--- config.mk ---
export PLATFORM = sky130hd
export DESIGN_NAME = uart_dbg_top
export DESIGN_NICKNAME = d
export VERILOG_FILES = /design/src/uart_dbg_pkg.sv /design/src/byte_fifo.sv /design/src/dbg_cmd_engine.sv /design/src/uart_dbg_top.sv /design/src/uart_rx.sv /design/src/uart_tx.sv
export SDC_FILE = /design/constraint.sdc
export NUM_CORES = 2
export LEC_CHECK = 0
export CAP_MARGIN = 30
export CELL_PAD_IN_SITES_DETAIL_PLACEMENT = 0
export CELL_PAD_IN_SITES_GLOBAL_PLACEMENT = 1
export CORE_MARGIN = 5
export CORE_UTILIZATION = 60
export DETAILED_ROUTE_END_ITERATION = 16
export DONT_BUFFER_PORTS = 1
export MAX_ROUTING_LAYER = met4
export PLACE_DENSITY = 0.93
export SLEW_MARGIN = 25
export SYNTH_ARGS = -nofsm -noshare
export SYNTH_HDL_FRONTEND = slang
export SYNTH_HIERARCHICAL = 1
export SYNTH_SLANG_ARGS = --single-unit
--- constraint.sdc ---
create_clock -name clk -period 12.1 [get_ports clk]
set_clock_uncertainty 0.15 [all_clocks]
set_input_delay 1.21 -clock clk [delete_from_list [all_inputs] [get_ports clk]]
set_output_delay 1.21 -clock clk [all_outputs]
set_load 0.01 [all_outputs]
--- src/uart_dbg_pkg.sv ---
// UART debug protocol definitions
package uart_dbg_pkg;

  // Serial line timing
  localparam int CLKS_PER_BIT = 16;
  localparam int CLK_CNT_W    = $clog2(CLKS_PER_BIT);
  // Start bit, 8 data bits and stop bit are numbered 0 to 9
  localparam int BIT_CNT_W    = 4;
  localparam int STOP_BIT     = 9;

  // Receive buffer
  localparam int FIFO_DEPTH   = 8;
  localparam int FIFO_PTR_W   = $clog2(FIFO_DEPTH);

  // Debug memory, addressed by the low address byte only
  localparam int MEM_BYTES    = 256;
  localparam int MEM_ADDR_W   = $clog2(MEM_BYTES);

  // Address and length fields are 8 bytes each, little endian
  localparam int FIELD_BYTES  = 8;
  localparam int FIELD_CNT_W  = $clog2(FIELD_BYTES);

  // Protocol byte codes
  typedef enum logic [7:0] {
    CTRL_EOT  = 8'h04,
    CTRL_ACK  = 8'h06,
    CMD_READ  = 8'h11,
    CMD_WRITE = 8'h12
  } ctrl_byte_e;

  // Command engine FSM
  typedef enum logic [2:0] {
    IDLE,
    GET_ADDR,
    GET_LEN,
    SEND_ACK,
    XFER,
    SEND_EOT
  } engine_state_e;

  // One-cycle byte strobe
  typedef struct packed {
    logic       valid;
    logic [7:0] data;
  } byte_strobe_t;

  // Only the low 16 bits of the length field are kept
  typedef logic [15:0] dbg_len_t;

endpackage

--- src/byte_fifo.sv ---
// Receive byte FIFO
module byte_fifo (
  input  logic                       clk,
  input  logic                       reset_i,
  input  uart_dbg_pkg::byte_strobe_t push_i,
  input  logic                       pop_i,
  output logic [7:0]                 head_o,
  output logic                       empty_o
);

  import uart_dbg_pkg::*;

  logic [7:0]            mem_q [FIFO_DEPTH];
  logic [FIFO_PTR_W-1:0] wr_ptr_q;
  logic [FIFO_PTR_W-1:0] rd_ptr_q;
  logic [FIFO_PTR_W:0]   count_q;
  logic                  full;
  logic                  do_push;
  logic                  do_pop;

  assign full    = (count_q == (FIFO_PTR_W + 1)'(FIFO_DEPTH));
  assign empty_o = (count_q == '0);
  // Bytes arriving while full are dropped
  assign do_push = push_i.valid && !full;
  assign do_pop  = pop_i && !empty_o;

  always_ff @(posedge clk) begin
    if (reset_i) begin
      wr_ptr_q <= '0;
      rd_ptr_q <= '0;
      count_q  <= '0;
    end else begin
      // Pointers wrap on their own, depth is a power of two
      if (do_push) begin
        wr_ptr_q <= wr_ptr_q + 1'b1;
      end
      if (do_pop) begin
        rd_ptr_q <= rd_ptr_q + 1'b1;
      end
      if (do_push && !do_pop) begin
        count_q <= count_q + 1'b1;
      end else if (do_pop && !do_push) begin
        count_q <= count_q - 1'b1;
      end
    end
  end

  always_ff @(posedge clk) begin
    if (do_push) begin
      mem_q[wr_ptr_q] <= push_i.data;
    end
  end

  assign head_o = mem_q[rd_ptr_q];

endmodule

--- src/dbg_cmd_engine.sv ---
// Debug command engine
module dbg_cmd_engine (
  input  logic                       clk,
  input  logic                       reset_i,
  input  logic [7:0]                 head_i,
  input  logic                       empty_i,
  output logic                       pop_o,
  output uart_dbg_pkg::byte_strobe_t tx_req_o,
  input  logic                       tx_busy_i
);

  import uart_dbg_pkg::*;

  engine_state_e         state_q;
  logic                  is_cmd_q;
  logic                  is_write_q;
  logic [FIELD_CNT_W-1:0] field_cnt_q;
  logic                  field_last;
  logic [MEM_ADDR_W-1:0] addr_q;
  dbg_len_t              len_q;
  logic [7:0]            mem_q [MEM_BYTES];
  logic                  step;

  assign field_last = (field_cnt_q == FIELD_CNT_W'(FIELD_BYTES - 1));

  // Pops and reply requests
  always_comb begin
    pop_o    = 1'b0;
    tx_req_o = '0;
    unique case (state_q)
      IDLE, GET_ADDR, GET_LEN: begin
        pop_o = !empty_i;
      end
      SEND_ACK: begin
        tx_req_o.valid = !tx_busy_i;
        tx_req_o.data  = CTRL_ACK;
      end
      XFER: begin
        if (is_write_q) begin
          pop_o = !empty_i;
        end else begin
          tx_req_o.valid = !tx_busy_i;
          tx_req_o.data  = mem_q[addr_q];
        end
      end
      SEND_EOT: begin
        tx_req_o.valid = !tx_busy_i;
        tx_req_o.data  = CTRL_EOT;
      end
      default: ;
    endcase
  end

  // One data byte moves per step
  assign step = (state_q == XFER) && (pop_o || tx_req_o.valid);

  always_ff @(posedge clk) begin
    if (reset_i) begin
      state_q     <= IDLE;
      is_cmd_q    <= 1'b0;
      is_write_q  <= 1'b0;
      field_cnt_q <= '0;
    end else begin
      unique case (state_q)
        IDLE: begin
          if (pop_o) begin
            case (head_i)
              CTRL_ACK: begin
                is_cmd_q <= 1'b0;
                state_q  <= SEND_ACK;
              end
              CMD_READ, CMD_WRITE: begin
                is_cmd_q    <= 1'b1;
                is_write_q  <= (head_i == CMD_WRITE);
                field_cnt_q <= '0;
                state_q     <= GET_ADDR;
              end
              // Anything else is junk
              default: ;
            endcase
          end
        end
        GET_ADDR, GET_LEN: begin
          if (pop_o) begin
            field_cnt_q <= field_cnt_q + 1'b1;
            if (field_last) begin
              state_q <= (state_q == GET_ADDR) ? GET_LEN : SEND_ACK;
            end
          end
        end
        SEND_ACK: begin
          if (tx_req_o.valid) begin
            if (!is_cmd_q) begin
              state_q <= IDLE;
            end else if (len_q == '0) begin
              state_q <= SEND_EOT;
            end else begin
              state_q <= XFER;
            end
          end
        end
        XFER: begin
          if (step && len_q == dbg_len_t'(1)) begin
            state_q <= SEND_EOT;
          end
        end
        SEND_EOT: begin
          if (tx_req_o.valid) begin
            state_q <= IDLE;
          end
        end
        default: state_q <= IDLE;
      endcase
    end
  end

  // Address and length registers
  always_ff @(posedge clk) begin
    if (state_q == GET_ADDR && pop_o && field_cnt_q == '0) begin
      addr_q <= head_i[MEM_ADDR_W-1:0];
    end
    // Upper length bytes are dropped
    if (state_q == GET_LEN && pop_o) begin
      if (field_cnt_q == FIELD_CNT_W'(0)) begin
        len_q[7:0] <= head_i;
      end else if (field_cnt_q == FIELD_CNT_W'(1)) begin
        len_q[15:8] <= head_i;
      end
    end
    if (step) begin
      addr_q <= addr_q + 1'b1;
      len_q  <= len_q - 1'b1;
    end
  end

  always_ff @(posedge clk) begin
    if (step && is_write_q) begin
      mem_q[addr_q] <= head_i;
    end
  end

endmodule

--- src/uart_dbg_top.sv ---
// UART debug top level
module uart_dbg_top (
  input  logic clk,
  input  logic reset_i,
  input  logic rx_i,
  output logic tx_o
);

  import uart_dbg_pkg::*;

  byte_strobe_t rx_byte;
  byte_strobe_t tx_req;
  logic [7:0]   fifo_head;
  logic         fifo_empty;
  logic         fifo_pop;
  logic         tx_busy;

  uart_rx u_rx (
    .clk       (clk),
    .reset_i   (reset_i),
    .rx_i      (rx_i),
    .rx_byte_o (rx_byte)
  );

  // Decouples the serial receiver from the engine
  byte_fifo u_fifo (
    .clk     (clk),
    .reset_i (reset_i),
    .push_i  (rx_byte),
    .pop_i   (fifo_pop),
    .head_o  (fifo_head),
    .empty_o (fifo_empty)
  );

  dbg_cmd_engine u_engine (
    .clk       (clk),
    .reset_i   (reset_i),
    .head_i    (fifo_head),
    .empty_i   (fifo_empty),
    .pop_o     (fifo_pop),
    .tx_req_o  (tx_req),
    .tx_busy_i (tx_busy)
  );

  uart_tx u_tx (
    .clk      (clk),
    .reset_i  (reset_i),
    .tx_req_i (tx_req),
    .busy_o   (tx_busy),
    .tx_o     (tx_o)
  );

endmodule

--- src/uart_rx.sv ---
// UART receiver
module uart_rx (
  input  logic                       clk,
  input  logic                       reset_i,
  input  logic                       rx_i,
  output uart_dbg_pkg::byte_strobe_t rx_byte_o
);

  import uart_dbg_pkg::*;

  logic [1:0]           sync_q;
  logic                 line;
  logic                 active_q;
  logic [CLK_CNT_W-1:0] clk_cnt_q;
  logic [BIT_CNT_W-1:0] bit_cnt_q;
  logic [7:0]           shift_q;
  logic                 valid_q;
  logic                 sample;

  // Two-stage synchronizer on the asynchronous line
  always_ff @(posedge clk) begin
    if (reset_i) begin
      sync_q <= 2'b11;
    end else begin
      sync_q <= {sync_q[0], rx_i};
    end
  end

  assign line = sync_q[1];

  // Start bit is checked at half a bit, every later bit one full bit on
  assign sample = (bit_cnt_q == '0) ? (clk_cnt_q == CLK_CNT_W'(CLKS_PER_BIT / 2 - 1))
                                    : (clk_cnt_q == CLK_CNT_W'(CLKS_PER_BIT - 1));

  always_ff @(posedge clk) begin
    if (reset_i) begin
      active_q  <= 1'b0;
      clk_cnt_q <= '0;
      bit_cnt_q <= '0;
      valid_q   <= 1'b0;
    end else begin
      valid_q <= 1'b0;
      if (!active_q) begin
        // Falling edge on an idle line starts a frame
        if (!line) begin
          active_q  <= 1'b1;
          clk_cnt_q <= '0;
          bit_cnt_q <= '0;
        end
      end else if (sample) begin
        clk_cnt_q <= '0;
        if (bit_cnt_q == '0) begin
          // Glitch, not a real start bit
          if (line) begin
            active_q <= 1'b0;
          end else begin
            bit_cnt_q <= bit_cnt_q + 1'b1;
          end
        end else if (bit_cnt_q == BIT_CNT_W'(STOP_BIT)) begin
          active_q <= 1'b0;
          // Framing error gives no strobe
          valid_q  <= line;
        end else begin
          bit_cnt_q <= bit_cnt_q + 1'b1;
        end
      end else begin
        clk_cnt_q <= clk_cnt_q + 1'b1;
      end
    end
  end

  // Data bits arrive LSB first
  always_ff @(posedge clk) begin
    if (active_q && sample && bit_cnt_q != '0 && bit_cnt_q != BIT_CNT_W'(STOP_BIT)) begin
      shift_q <= {line, shift_q[7:1]};
    end
  end

  assign rx_byte_o.valid = valid_q;
  assign rx_byte_o.data  = shift_q;

endmodule

--- src/uart_tx.sv ---
// UART transmitter
module uart_tx (
  input  logic                       clk,
  input  logic                       reset_i,
  input  uart_dbg_pkg::byte_strobe_t tx_req_i,
  output logic                       busy_o,
  output logic                       tx_o
);

  import uart_dbg_pkg::*;

  logic                 active_q;
  logic [CLK_CNT_W-1:0] clk_cnt_q;
  logic [BIT_CNT_W-1:0] bit_cnt_q;
  // Data bits followed by the stop bit
  logic [8:0]           shift_q;
  logic                 tx_q;
  logic                 accept;
  logic                 bit_end;

  assign accept  = tx_req_i.valid && !active_q;
  assign bit_end = active_q && (clk_cnt_q == CLK_CNT_W'(CLKS_PER_BIT - 1));

  always_ff @(posedge clk) begin
    if (reset_i) begin
      active_q  <= 1'b0;
      clk_cnt_q <= '0;
      bit_cnt_q <= '0;
      tx_q      <= 1'b1;
    end else if (accept) begin
      // Start bit goes out right away
      active_q  <= 1'b1;
      clk_cnt_q <= '0;
      bit_cnt_q <= '0;
      tx_q      <= 1'b0;
    end else if (bit_end) begin
      clk_cnt_q <= '0;
      if (bit_cnt_q == BIT_CNT_W'(STOP_BIT)) begin
        active_q <= 1'b0;
        tx_q     <= 1'b1;
      end else begin
        bit_cnt_q <= bit_cnt_q + 1'b1;
        tx_q      <= shift_q[0];
      end
    end else if (active_q) begin
      clk_cnt_q <= clk_cnt_q + 1'b1;
    end
  end

  // LSB first, ones shifted in behind the stop bit
  always_ff @(posedge clk) begin
    if (accept) begin
      shift_q <= {1'b1, tx_req_i.data};
    end else if (bit_end) begin
      shift_q <= {1'b1, shift_q[8:1]};
    end
  end

  assign busy_o = active_q;
  assign tx_o   = tx_q;

endmodule

==> qor.csv <==
metric;value;unit
status;completed;
Comb power frac;0;%
Slew HR;25.8;%
Crit. End Element;flop;
FMAX;0.199;GHz
Final Hold Viols;0;
syn nets;4206;
Avg WL per Cell;34.9;um
Initial Utilization;60.3;%
std cell rows;139;
Pleak;29.5;nW
yosys warns;6;
Die Y-Extent;390;um
first-pass GRT wire length;320;mm
CTS tree;done;
post-cts repair resize count;0;
port bufs;0;
fraction of the yosys area taken by sequential cells;75.8;%
placed cells;5919;
latest clock arrival within the worst-skew pair;0.83;ns
DR vias/cell;7.12;
Final Slew Violations;0;
setup TNS;0;ns
Die W;390;um
Clk network pwr share;43.5;%
Net Sw Power;2.78;mW
IR drop worst, VDD;148;uV
DRT antenna net count;0;
Std-Cell Core Area;143000;sq um
final cell count without fillers;6318;
die area;152000;sq um
DRT Wirelength;220;mm
#FFs+latches synth;2203;
Post-Syn Area;86600;sq um
power density cells;153;nW/um^2
Avg Inst Size Synth;20.7;sq um
Slew @ Worst Pin;1.11;ns
CP max FO;33;
Req. time, crit path;12.65;ns
CTS HTree Levels;4;
most frequent cells after synthesis;edfxtp_1 (2,152), mux4_2 (531), nor2_1 (335), nand2_1 (141), clkbuf_1 (105);
# hold bufs at CTS;0;
register share of total power;56.5;%
Reg clk slew, reported paths;0.06;ns
# DRC;0;
Worst EP arrival;5.58;ns
largest net degree at the start of global routing;147;
total CTS buffers;203;
nets@finish;4269;
Synth top area share;74.6;%
Via Count;45000;
vias in the first global route;45200;
Syn-to-layout area delta;9.97;%
Syn Inst Count;4180;
switching part of the total;19.0;%
EDFF count, synth;2152;
Synth async-reset ratio;0;%
CTS Buffer Depth;3;
Main synth FF type;edfxtp_1;
post-synth cell types;85;
clk root buf;clkbuf_16;
routability congestion estimate;0.896;
count leader, synth;edfxtp_1;
post-CTS setup buffer count;0;
Min Clock Period, post-route;5.02;ns
worst setup path class;flop to flop;
IO Pins;4;
Synth area leader;edfxtp_1;
max-cap violations;0;
synth top area cells;edfxtp_1 (75%), mux4_2 (14%), nor2_1 (1.5%);
initial antenna violation count;5;
unrepaired setup endpoints after global routing;false;
grt total ovfl;0;
Final period util;41.5;%
GRT Total Usage;30.1;%
hpwl dp;123;mm
Pre-antenna DRT Iters;8;
# setup viols final;0;
drt initial violations;7136;
share of layout cells above drive strength 1;22.4;%
Hold Path Class;flop to flop;
internal power;11.8;mW
Startpoint Class;flop;
CTS sink cnt;2203;
[worst max-delay path, stage by stage (launching register included)]
cell and delay, ns:
dfxtp_4 0.73, buf_4 0.63, buf_4 0.60, and2_2 0.57, buf_4 0.48, a221oi_1 0.16
o21ai_0 0.30, o2111ai_1 0.49, o31ai_1 0.47, mux2_2 0.24
[metrics by stage]
stage               worst slack (ns)  power [mW]  area [sq um]  util, %  hold slack [ns]
floorplan                       7.63        8.41         86600        -            0.239
global placement                6.71        8.41         88300     61.5            0.248
detailed placement              7.19        8.41         88400     61.6            0.259
CTS                             7.22        14.7         94900     66.2            0.248
global route                    7.02        15.0         95200     66.3            0.274
finish                          7.08        14.6         95200     66.3            0.265
[cells in the final DEF, fill, tap and decap left out, drive strengths merged, types with 6 or more instances in the layout]
cell	Yosys	routed
a21oi	71	71
and3	6	6
clkinvlp	0	6
dfxtp	51	51
o22ai	16	16
xnor2	13	13
or3	6	6
o21ai	61	61
mux4	546	546
edfxtp	2152	2152
nand3	40	40
xor2	16	16
nor4	8	8
nand4	9	9
clkbuf	105	255
inv	21	23
nor2b	18	18
ha	22	22
a31oi	10	10
mux2	30	30
or2	6	6
a22o	9	9
a211oi	10	10
nand2	141	141
nand2b	20	20
o221ai	11	11
and2	12	12
nor2	335	335
clkinv	0	95
nor3	34	34
a22oi	34	34
o211ai	19	19
mux2i	99	99
a32oi	9	9
buf	136	94
a221oi	36	36
bufinv	0	20
[power groups by stage]
stage               registers [mW]  logic [mW]  clock network (mW)
global placement              8.40     0.00301                   0
global route                  8.23     0.00348                6.76
CTS                           8.24     0.00307                6.41
detailed placement            8.40     0.00301                   0
finish                        8.24     0.00309                6.35
floorplan                     8.40     0.00411                   0
[area by class of cell]
class,count,area (sq um)
tap,1903,2380
fill,8406,48300
antenna,4,10.0
timing repair buffer,99,931
sequential,2203,65700
clock inverter,123,1130
inverter,21,83.8
clock buffer,250,5380
multi-input combinational,1715,19600
[state kept, by name, indices dropped and copies added (netlist names), 2 cells and up, named ones only]
| name | flops |
|---|---|
| u_fifo/wr_ptr_q | 3 |
| u_engine/mem_q | 2048 |
| u_rx/sync_q | 2 |
| u_engine/addr_q | 8 |
| u_engine/len_q | 16 |
| u_rx/shift_q | 8 |
| u_tx/shift_q | 8 |
| u_engine/state_q | 3 |
| u_fifo/mem_q | 64 |
| u_rx/bit_cnt_q | 4 |
| u_tx/clk_cnt_q | 4 |
| u_fifo/rd_ptr_q | 3 |
| u_engine/field_cnt_q | 3 |
| u_tx/bit_cnt_q | 4 |
| u_fifo/count_q | 4 |
| u_rx/clk_cnt_q | 4 |
[path summary, 6_finish.rpt]
check / from / to / slack, ns / cells after the start
setup reg to reg: flop / u_tx/shift_q[2] / 7.08 / 9
hold reg to reg: u_rx/sync_q[0] / u_rx/sync_q[1] / 0.27 / 1
hold / removal: u_rx/sync_q[0] / u_rx/sync_q[1] / 0.27 / 1
setup / recovery: flop / u_tx/shift_q[2] / 7.08 / 9
[cell families after synthesis]
logic type | synth area share (%)
simple gates | 3.38
mux | 15.8
flops | 75.8
xor+xnor | 0.293
compound gates | 2.64
buf+inv | 1.72
fa+ha+maj | 0.341
[routing by layer]
metal / track usage, % / share of wire, % / wire, um / up-vias
li1: - / - / - / 17400
met1: 38.7 / 33 / 73300 / 23100
met2: 44.8 / 47 / 104000 / 3739
met3: 8.72 / 14 / 30000 / 762
met4: 14.5 / 5.8 / 12900 / 0
met5: - / 0 / 0 / -
(Power assumes the default switching activity.)
